<file path="config.mk">
export PLATFORM = sky130hd
export DESIGN_NAME = lsu_top
export DESIGN_NICKNAME = d
export VERILOG_FILES = /design/src/logic/lsu_access_pkg.sv /design/src/logic/lsu_bus_pkg.sv /design/src/logic/lsu_bus_ctrl.sv /design/src/logic/lsu_load_aligner.sv /design/src/logic/lsu_request_former.sv /design/src/logic/lsu_top.sv
export SDC_FILE = /design/constraint.sdc
export NUM_CORES = 1
export LEC_CHECK = 0
export BUFFER_PORTS_ARGS = -buffer_cell sky130_fd_sc_hd__buf_4
export CORE_MARGIN = 2
export CORE_UTILIZATION = 50
export CTS_CLUSTER_SIZE = 8
export DETAILED_ROUTE_END_ITERATION = 8
export GPL_TIMING_DRIVEN = 0
export PLACE_DENSITY_LB_ADDON = 0.15
export SETUP_SLACK_MARGIN = 0.05
export SLEW_MARGIN = 10
export SYNTH_ARGS = -nofsm -noshare
export SYNTH_HDL_FRONTEND = slang
export SYNTH_SLANG_ARGS = --single-unit
</file>
<file path="constraint.sdc">
create_clock -name clk -period 4 [get_ports clk]
set_input_delay 0.2 -clock clk [delete_from_list [all_inputs] [get_ports clk]]
set_output_delay 0.2 -clock clk [all_outputs]
set_load 0.1 [all_outputs]
</file>
<file path="src/logic/lsu_access_pkg.sv">
/*
  access format definitions for the load-store unit
  size and extension encodings, byte enables and the read-word views
*/
package lsu_access_pkg;

  // bytes in one data word
  localparam int unsigned BYTES_PER_WORD = 4;

  //////////////////////////////
  // encodings from execute
  //////////////////////////////

  // access size, both byte codes behave the same
  typedef enum logic [1:0] {
    SIZE_WORD     = 2'b00,
    SIZE_HALF     = 2'b01,
    SIZE_BYTE     = 2'b10,
    SIZE_BYTE_ALT = 2'b11
  } size_e;

  // load extension mode
  // sign has two codes, ones fills the upper bits with 1
  typedef enum logic [1:0] {
    EXT_ZERO     = 2'b00,
    EXT_SIGN     = 2'b01,
    EXT_ONES     = 2'b10,
    EXT_SIGN_ALT = 2'b11
  } ext_e;

  //////////////////////////////
  // word layout
  //////////////////////////////

  typedef logic [BYTES_PER_WORD-1:0] be_t;
  typedef logic [$clog2(BYTES_PER_WORD)-1:0] byte_ofs_t;

  // all lanes enabled, shifted per offset
  localparam be_t BE_ALL = '1;

  // one read word seen as bytes or as halfwords
  typedef union packed {
    logic [BYTES_PER_WORD-1:0][7:0]    b;
    logic [BYTES_PER_WORD/2-1:0][15:0] h;
  } rword_u;

endpackage

</file>
<file path="src/logic/lsu_bus_pkg.sv">
/*
  data bus definitions for the load-store unit
  word types and outstanding-transaction limit of the req/gnt/rvalid bus
*/
package lsu_bus_pkg;

  //////////////////////////////
  // bus widths
  //////////////////////////////

  // byte address, one word wide
  localparam int unsigned ADDR_W = 32;
  // data word on both write and read channels
  localparam int unsigned DATA_W = 32;

  typedef logic [ADDR_W-1:0] addr_t;
  typedef logic [DATA_W-1:0] data_t;

  //////////////////////////////
  // outstanding transactions
  //////////////////////////////

  // counter of accepted but unanswered transfers
  localparam int unsigned CNT_W = 2;

  typedef logic [CNT_W-1:0] cnt_t;

  // at most two transfers in flight
  // the request is held off the bus once this is reached
  localparam cnt_t OUTSTANDING_MAX = cnt_t'(2);

endpackage

</file>
<file path="src/logic/lsu_bus_ctrl.sv">
/*
  bus controller of the load-store unit
  issues requests, counts outstanding transfers and
  derives stage-ready and busy
*/
`timescale 1ns/100ps

module lsu_bus_ctrl
  import lsu_bus_pkg::*;
  import lsu_access_pkg::*;
(
  input  logic  clk,
  input  logic  rst_n,
  input  logic  data_req_ex_i,
  input  logic  data_we_ex_i,
  // address phase, watched by the checks only
  input  addr_t addr_i,
  input  be_t   be_i,
  input  data_t wdata_i,
  input  logic  data_gnt_i,
  input  logic  data_rvalid_i,
  output logic  data_req_o,
  output logic  lsu_ready_ex_o,
  output logic  lsu_ready_wb_o,
  output logic  busy_o,
  output logic  ctrl_update_o,
  output logic  resp_valid_o
);

  cnt_t cnt_q;
  cnt_t cnt_d;
  // transfer taken by the bus this cycle
  logic accept;

  // no path from rvalid to the request
  assign data_req_o   = data_req_ex_i && (cnt_q < OUTSTANDING_MAX);
  assign accept       = data_req_o && data_gnt_i;
  assign resp_valid_o = data_rvalid_i;

  //////////////////////////////
  // outstanding counter
  //////////////////////////////

  // accept and rvalid together leave the count as is
  always_comb begin
    case ({accept, data_rvalid_i})
      2'b10:   cnt_d = cnt_q + cnt_t'(1);
      2'b01:   cnt_d = cnt_q - cnt_t'(1);
      default: cnt_d = cnt_q;
    endcase
  end

  always_ff @(posedge clk or negedge rst_n) begin
    if (!rst_n) begin
      cnt_q <= '0;
    end else begin
      cnt_q <= cnt_d;
    end
  end

  //////////////////////////////
  // stage ready
  //////////////////////////////

  // writeback frees up with the awaited response
  assign lsu_ready_wb_o = (cnt_q == '0) ? 1'b1 : data_rvalid_i;

  // execute and writeback advance in lock step once writeback holds something
  always_comb begin
    lsu_ready_ex_o = 1'b1;
    if (data_req_ex_i) begin
      case (cnt_q)
        cnt_t'(0): lsu_ready_ex_o = accept;
        cnt_t'(1): lsu_ready_ex_o = accept && data_rvalid_i;
        default:   lsu_ready_ex_o = data_rvalid_i;
      endcase
    end
  end

  assign ctrl_update_o = lsu_ready_ex_o && data_req_ex_i;
  assign busy_o        = (cnt_q != '0) || data_req_o;

  // request gating keeps the counter within the bus depth
  a_cnt_bound : assert property (@(posedge clk) disable iff (!rst_n)
    cnt_q <= OUTSTANDING_MAX)
    else $error("outstanding count above limit");

  // every response must belong to an accepted transfer
  a_no_spurious_rvalid : assert property (@(posedge clk) disable iff (!rst_n)
    data_rvalid_i |-> (cnt_q != '0))
    else $error("rvalid with nothing outstanding");

  // address phase from the request former is defined while on the bus
  a_addr_phase_known : assert property (@(posedge clk) disable iff (!rst_n)
    data_req_o |-> !$isunknown({addr_i, be_i, data_we_ex_i})
                   && (!data_we_ex_i || !$isunknown(wdata_i)))
    else $error("unknown address phase during request");

endmodule

</file>
<file path="src/logic/lsu_load_aligner.sv">
/*
  load aligner of the load-store unit
  holds writeback control, buffers split loads, and
  selects, assembles and extends read data
*/
`timescale 1ns/100ps

module lsu_load_aligner
  import lsu_bus_pkg::*;
  import lsu_access_pkg::*;
(
  input  logic      clk,
  input  logic      rst_n,
  input  logic      ctrl_update_i,
  input  logic      resp_valid_i,
  input  data_t     data_rdata_i,
  input  size_e     data_type_ex_i,
  input  ext_e      data_sign_ext_ex_i,
  input  logic      data_we_ex_i,
  input  byte_ofs_t offset_i,
  input  logic      data_misaligned_ex_i,
  input  logic      data_misaligned_i,
  output data_t     data_rdata_ex_o
);

  // writeback copy of the access format
  size_e       data_type_q;
  ext_e        data_sign_ext_q;
  logic        data_we_q;
  byte_ofs_t   rdata_offset_q;
  // live response and buffered word
  rword_u      resp;
  rword_u      rdata_q;
  logic [7:0]  byte_sel;
  logic [15:0] half_sel;
  data_t       word_asm;
  data_t       rdata_ext;
  logic        raw_capture;

  // upper fill bit per extension mode
  function automatic logic fill_bit(ext_e mode, logic msb);
    case (mode)
      EXT_ZERO: return 1'b0;
      EXT_ONES: return 1'b1;
      default:  return msb;
    endcase
  endfunction

  //////////////////////////////
  // writeback control
  //////////////////////////////

  always_ff @(posedge clk or negedge rst_n) begin
    if (!rst_n) begin
      data_type_q     <= SIZE_WORD;
      data_sign_ext_q <= EXT_ZERO;
      data_we_q       <= 1'b0;
      rdata_offset_q  <= '0;
    end else if (ctrl_update_i) begin
      data_type_q     <= data_type_ex_i;
      data_sign_ext_q <= data_sign_ext_ex_i;
      data_we_q       <= data_we_ex_i;
      rdata_offset_q  <= offset_i;
    end
  end

  //////////////////////////////
  // alignment
  //////////////////////////////

  assign resp     = data_rdata_i;
  assign byte_sel = resp.b[rdata_offset_q];

  // offset 3 takes its low byte from the buffered first word
  always_comb begin
    case (rdata_offset_q)
      2'd0:    half_sel = resp.h[0];
      2'd1:    half_sel = {resp.b[2], resp.b[1]};
      2'd2:    half_sel = resp.h[1];
      default: half_sel = {resp.b[0], rdata_q.b[3]};
    endcase
  end

  // split word, upper bytes of the first word below low bytes of the second
  always_comb begin
    case (rdata_offset_q)
      2'd0:    word_asm = resp;
      2'd1:    word_asm = {resp.b[0], rdata_q.b[3:1]};
      2'd2:    word_asm = {resp.h[0], rdata_q.h[1]};
      default: word_asm = {resp.b[2:0], rdata_q.b[3]};
    endcase
  end

  always_comb begin
    case (data_type_q)
      SIZE_WORD: rdata_ext = word_asm;
      SIZE_HALF: rdata_ext = {{16{fill_bit(data_sign_ext_q, half_sel[15])}}, half_sel};
      default:   rdata_ext = {{24{fill_bit(data_sign_ext_q, byte_sel[7])}}, byte_sel};
    endcase
  end

  //////////////////////////////
  // result buffer
  //////////////////////////////

  // first part of a split load keeps the raw word
  // its response comes back while the second part is presented
  assign raw_capture = resp_valid_i && !data_we_q && data_misaligned_ex_i;

  always_ff @(posedge clk) begin
    if (resp_valid_i && !data_we_q) begin
      if (raw_capture) begin
        rdata_q <= resp;
      end else begin
        rdata_q <= rdata_ext;
      end
    end
  end

  // live result with rvalid, held value after
  assign data_rdata_ex_o = resp_valid_i ? rdata_ext : data_t'(rdata_q);

  // second response of a split load is a read, so the raw word is not lost
  a_split_load_reads : assert property (@(posedge clk) disable iff (!rst_n)
    raw_capture |=> !(resp_valid_i && data_we_q) until (resp_valid_i && !data_we_q))
    else $error("write response while a split load is buffered");

endmodule

</file>
<file path="src/logic/lsu_request_former.sv">
/*
  request former of the load-store unit
  builds bus address, byte enables and rotated store data,
  and flags accesses that need a second bus transfer
*/
`timescale 1ns/100ps

module lsu_request_former
  import lsu_bus_pkg::*;
  import lsu_access_pkg::*;
(
  input  logic      data_req_ex_i,
  input  size_e     data_type_ex_i,
  input  data_t     data_wdata_ex_i,
  input  byte_ofs_t data_reg_offset_ex_i,
  input  data_t     operand_a_ex_i,
  input  data_t     operand_b_ex_i,
  input  logic      addr_useincr_ex_i,
  input  logic      data_misaligned_ex_i,
  output addr_t     addr_o,
  output byte_ofs_t offset_o,
  output be_t       be_o,
  output data_t     wdata_o,
  output logic      data_misaligned_o
);

  addr_t       addr_int;
  byte_ofs_t   ofs;
  // byte rotation for store data
  byte_ofs_t   wdata_ofs;
  logic [63:0] wdata_dbl;

  //////////////////////////////
  // address
  //////////////////////////////

  // base register alone or base plus offset operand
  assign addr_int = addr_useincr_ex_i ? addr_t'(operand_a_ex_i + operand_b_ex_i)
                                      : addr_t'(operand_a_ex_i);
  assign ofs      = addr_int[1:0];
  assign offset_o = ofs;

  // second part starts at the next word boundary
  assign addr_o = data_misaligned_ex_i ? {addr_int[31:2], 2'b00} : addr_int;

  //////////////////////////////
  // byte enables
  //////////////////////////////

  always_comb begin
    case (data_type_ex_i)
      SIZE_WORD: begin
        if (!data_misaligned_ex_i) begin
          // offset up to the top lane
          be_o = be_t'(BE_ALL << ofs);
        end else begin
          // leftover low lanes in the next word
          be_o = ~be_t'(BE_ALL << ofs);
        end
      end
      SIZE_HALF: begin
        if (!data_misaligned_ex_i) begin
          // offset 3 keeps only the top lane here
          be_o = be_t'(be_t'(2'b11) << ofs);
        end else begin
          be_o = be_t'(1);
        end
      end
      default: begin
        // a byte never splits
        be_o = be_t'(be_t'(1) << ofs);
      end
    endcase
  end

  //////////////////////////////
  // store data
  //////////////////////////////

  // move the register byte at reg offset onto the lane at the address offset
  assign wdata_ofs = ofs - data_reg_offset_ex_i;
  // rotate left in whole bytes, upper half of the doubled word
  assign wdata_dbl = {data_wdata_ex_i, data_wdata_ex_i} << {wdata_ofs, 3'b000};
  assign wdata_o   = wdata_dbl[63:32];

  //////////////////////////////
  // misalignment
  //////////////////////////////

  // only a first part can be misaligned
  always_comb begin
    data_misaligned_o = 1'b0;
    if (data_req_ex_i && !data_misaligned_ex_i) begin
      case (data_type_ex_i)
        SIZE_WORD: data_misaligned_o = (ofs != 2'd0);
        // halfword crosses only from the top byte
        SIZE_HALF: data_misaligned_o = (ofs == 2'd3);
        default:   data_misaligned_o = 1'b0;
      endcase
    end
  end

endmodule

</file>
<file path="src/logic/lsu_top.sv">
/*
  load-store unit top level
  connects request former, bus controller and load aligner
*/
`timescale 1ns/100ps

module lsu_top
  import lsu_bus_pkg::*;
  import lsu_access_pkg::*;
(
  input  logic      clk,
  input  logic      rst_n,
  // execute stage request
  input  logic      data_req_ex_i,
  input  logic      data_we_ex_i,
  input  size_e     data_type_ex_i,
  input  ext_e      data_sign_ext_ex_i,
  input  data_t     data_wdata_ex_i,
  input  byte_ofs_t data_reg_offset_ex_i,
  input  data_t     operand_a_ex_i,
  input  data_t     operand_b_ex_i,
  input  logic      addr_useincr_ex_i,
  input  logic      data_misaligned_ex_i,
  // execute and writeback stage results
  output data_t     data_rdata_ex_o,
  output logic      data_misaligned_o,
  output logic      lsu_ready_ex_o,
  output logic      lsu_ready_wb_o,
  output logic      busy_o,
  // data bus
  output logic      data_req_o,
  output addr_t     data_addr_o,
  output logic      data_we_o,
  output be_t       data_be_o,
  output data_t     data_wdata_o,
  input  logic      data_gnt_i,
  input  logic      data_rvalid_i,
  input  data_t     data_rdata_i
);

  // low address bits of the current access
  byte_ofs_t word_offset;
  // execute request moves on to writeback
  logic      ctrl_update;
  logic      resp_valid;

  // direction goes straight to the bus
  assign data_we_o = data_we_ex_i;

  lsu_request_former u_request_former (
    .data_req_ex_i       (data_req_ex_i),
    .data_type_ex_i      (data_type_ex_i),
    .data_wdata_ex_i     (data_wdata_ex_i),
    .data_reg_offset_ex_i(data_reg_offset_ex_i),
    .operand_a_ex_i      (operand_a_ex_i),
    .operand_b_ex_i      (operand_b_ex_i),
    .addr_useincr_ex_i   (addr_useincr_ex_i),
    .data_misaligned_ex_i(data_misaligned_ex_i),
    .addr_o              (data_addr_o),
    .offset_o            (word_offset),
    .be_o                (data_be_o),
    .wdata_o             (data_wdata_o),
    .data_misaligned_o   (data_misaligned_o)
  );

  lsu_bus_ctrl u_bus_ctrl (
    .clk           (clk),
    .rst_n         (rst_n),
    .data_req_ex_i (data_req_ex_i),
    .data_we_ex_i  (data_we_ex_i),
    .addr_i        (data_addr_o),
    .be_i          (data_be_o),
    .wdata_i       (data_wdata_o),
    .data_gnt_i    (data_gnt_i),
    .data_rvalid_i (data_rvalid_i),
    .data_req_o    (data_req_o),
    .lsu_ready_ex_o(lsu_ready_ex_o),
    .lsu_ready_wb_o(lsu_ready_wb_o),
    .busy_o        (busy_o),
    .ctrl_update_o (ctrl_update),
    .resp_valid_o  (resp_valid)
  );

  lsu_load_aligner u_load_aligner (
    .clk                 (clk),
    .rst_n               (rst_n),
    .ctrl_update_i       (ctrl_update),
    .resp_valid_i        (resp_valid),
    .data_rdata_i        (data_rdata_i),
    .data_type_ex_i      (data_type_ex_i),
    .data_sign_ext_ex_i  (data_sign_ext_ex_i),
    .data_we_ex_i        (data_we_ex_i),
    .offset_i            (word_offset),
    .data_misaligned_ex_i(data_misaligned_ex_i),
    .data_misaligned_i   (data_misaligned_o),
    .data_rdata_ex_o     (data_rdata_ex_o)
  );

endmodule

</file>
==> impl_results.md <==
- RSZ-0062 raised after global routing: no
- Antenna violations before repair: 0
- Hold Crit Endpoint: u_load_aligner.data_sign_ext_q[1]$_DFFE_PN0P_
- Sw Pwr: 0.00494 W
- CORE AREA: 13,200 um2
- Worst r2r src: u_load_aligner.data_type_q[0]$_DFFE_PN0P_
- Max stage delay on crit path: 0.66 ns
- Worst Tran Pin Value: 0.916 ns
- Largest net degree at the start of global routing: 20
- Layout Nets: 1,298
- Slew Limit Fails: 0
- Outcome: complete, no violations
- CP max FO: 10
- Setup-failing EPs final: 0
- Worst Setup End Kind: output pin
- Net Sw Frac: 64.5%
- Number of H-tree levels: 2
- Share of layout cells above drive strength 1: 32.4%
- CTS max path bufs: 2
- Most common cell after layout, fill and taps aside: buf_4
- Synth top area share: 14.3%
- Synth cell types: 70
- Synth area leaders: edfxtp_1, mux2i_1, a21oi_1
- GRT Total Usage: 33.0%
- CP bufs+invs: 4
- Mapped Cells: 858
- Hold Fails Final Rpt: 0
- Internal: 0.00272 W
- Final total power: 0.00766 W
- Final worst-path setup slack: 0.320 ns
- Pwr dens: 841 nW/um2
- I/O pin cnt: 248
- Final min period: 3.68 ns
- Sum Neg Setup Slack: 0 ns
- Worst-path cell chain: clkbuf_8, clkbuf_1, mux2i_1, ha_1, xnor2_1, xor2_2, buf_6, mux2i_1, mux2i_2, buf_4
- Ys async rst share: 22.0%
- Synth Cell Area: 6720 um2
- Ys flop type: edfxtp_1
- CP Launch Type: input pin
- Worst rel slew slack: 38.9%
- Worst vdd ir: 0.000596 V
- Chip height: 120 um
- Mean Syn Cell Area: 7.84 um2
- Wirelength per Cell: 19.0 um
- Fillers: 1,170
- # Max-Cap Violations: 0
- Num CTS Buffers: 5
- Vias in the first global route: 7,574
- Pre-CTS setup slack: 0.0571 ns
- Clock power share: 5.5%
- Ys Warns: 0
- 1st-pass router iterations: 5
- Die area: 14,400 um2
- Crit path max-delay family: buffers and inverters
- Sequential power share: 11.9%
- Initial core utilization: 51.0%
- Port Buffer Count: 244
- DRC viols: 0
- Sequential area share after synthesis: 17.6%
- Crit path top cell by count: mux2i_1
- Via count: 7,852
- Worst Path Arrival: 3.48 ns
- Static Leak: 4.08 nW
- Reg-to-reg setup timing slack: 1.15 ns
- First-pass GRT wire length: 38,300 um
- Number of synthesized flops with an enable pin: 32
- Reg2Reg Capture Point: u_load_aligner.rdata_q[31]$_DFFE_PP_
- CTS tree: built
- Overflow after GRT: 0
- Gate power share: 82.7%
- Critical path class: input pin to output pin
- Post-synth top area cell: edfxtp_1
- 1st-iter DRT viols: 777
- Total length of routed wires: 24,400 um
- Fmax: 272 MHz
- Ant. Diodes: 0
- Yosys reg bits: 41
- Most frequent cells in the layout: buf_4, a21oi_1, nor2_1, mux2i_1, nand2_1
- Hold WC Path Type: input pin to flip-flop
- Clock skew: 0.00265 ns
- Avg Vias per Cell: 6.10
- Worst-path clk slew: 0.06 ns
- Worst reg-to-reg path cell count: 6
- Worst skew pair latency: 0.29 ns
- Final worst path period share: 92.0%
- Final hold slack: 0.140 ns
- Hold path cells: 2
- P&R area growth vs syn: 35.4%
- Final Wtd Congestion: 0.949
- Detail Placement HPWL: 19,000 um
- Row cnt: 42
- Post CTS Setup Buffer Count: 0
- Cell at the slowest stage of the critical path: mux2i_1
- CTS root buffer: clkbuf_16
- Syn Nets: 1,045
- Hold wc startpoint: data_sign_ext_ex_i[1]
- Post-route ant nets: 0
- Crit path required time: 3.80 ns
- Die W: 120 um
- CTS Sinks: 41
[worst max-delay path by stage]
stage	start	end	slack [ns]	cells past startpoint
after floorplan	operand_a_ex_i[16]	data_addr_o[27]	-0.19	8
after global placement	u_load_aligner.data_we_q$_DFFE_PN0P_	u_load_aligner.rdata_q[20]$_DFFE_PP_	-0.35	5
final	addr_useincr_ex_i	data_wdata_o[1]	0.32	10
after CTS	addr_useincr_ex_i	data_wdata_o[1]	0.24	10
after global routing	addr_useincr_ex_i	data_wdata_o[1]	0.10	10
after detailed placement	addr_useincr_ex_i	data_wdata_o[1]	0.06	10
[layer usage]
layer  vias to the layer above  global-route usage [%]  part of all wire, %
met5                         -                       0                    0
met4                         0                    11.4                  3.0
met3                        67                    6.46                   10
met2                       493                    56.0                   48
met1                      3628                    41.8                   39
li1                       3664                       -                    -
[Yosys cell counts, types with 9 or more instances]
library cell,n
dfrtp_1,9
a211oi_1,16
xnor2_1,16
nor2b_1,21
clkbuf_1,36
nand3_1,12
o21ai_0,47
mux4_2,10
ha_1,44
a21oi_1,152
inv_1,25
o211ai_1,11
mux2_2,30
xor2_1,13
mux2i_1,77
a21o_1,14
nand2_1,49
edfxtp_1,32
nor2_1,116
[repair_timing]
item | CTS | global route
endpoints found under the setup margin | 14 | 0
hold endpoints to repair | 9 | 0
gates resized for setup | 2 | 0
hold buffers | 1 | 0
[registers in the layout (all words and copies together) (netlist names)]
| name | count |
|---|---|
| u_bus_ctrl.cnt_q | 2 |
| u_load_aligner.data_sign_ext_q | 2 |
| u_load_aligner.data_type_q | 2 |
| u_load_aligner.data_we_q | 1 |
| u_load_aligner.rdata_offset_q | 2 |
| u_load_aligner.rdata_q | 32 |
[power by group through the flow]
stage                     Combinational [W]  Sequential, W  Clock [W]
after floorplan                     0.00485       0.000856          0
after global placement              0.00618       0.000907          0
after detailed placement            0.00623       0.000908          0
after global routing                0.00664       0.000929   0.000436
after CTS                           0.00626       0.000900   0.000420
final                               0.00633       0.000907   0.000419
[area by class of cell]
cell class / instances / area [um2] / area share (%)
Multi-Input combinational cell: 730 / 5230 / 57.5
Timing Repair Buffer: 246 / 1870 / 20.5
Sequential cell: 41 / 1190 / 13.0
Buffer: 62 / 349 / 3.84
Tap cell: 176 / 220 / 2.42
Clock buffer: 7 / 143 / 1.57
Inverter: 25 / 93.8 / 1.03
Clock inverter: 1 / 6.26 / 0.0687
[worst register-to-register path, stage by stage, from the launching register on]
cell and delay, ns:
dfrtp_1 0.40, clkbuf_1 0.23, nor2_1 0.65, clkbuf_1 0.54, clkbuf_1 0.51, a21oi_1 0.18
a21oi_1 0.19
[per-stage QoR]
stage          cells  util [%]  instance area [um2]
2_1_floorplan    858         -                 6840
3_3_place_gp    1278      67.4                 8890
3_5_place_dp    1279      67.7                 8930
4_1_cts         1288      69.0                 9100
5_1_grt         1288      69.0                 9100
6_report        1288      69.0                 9100
[logic make-up after synthesis]
group | share of synthesized area, %
AOI/OAI and AO/OA | 27.6
and+or+nand+nor | 15.9
muxes | 20.0
buffers and inverters | 6.59
adders and majority gates | 8.49
DFF | 17.6
xor gates and xnor gates | 3.78
No activity file was read; power rests on OpenSTA's default activity.
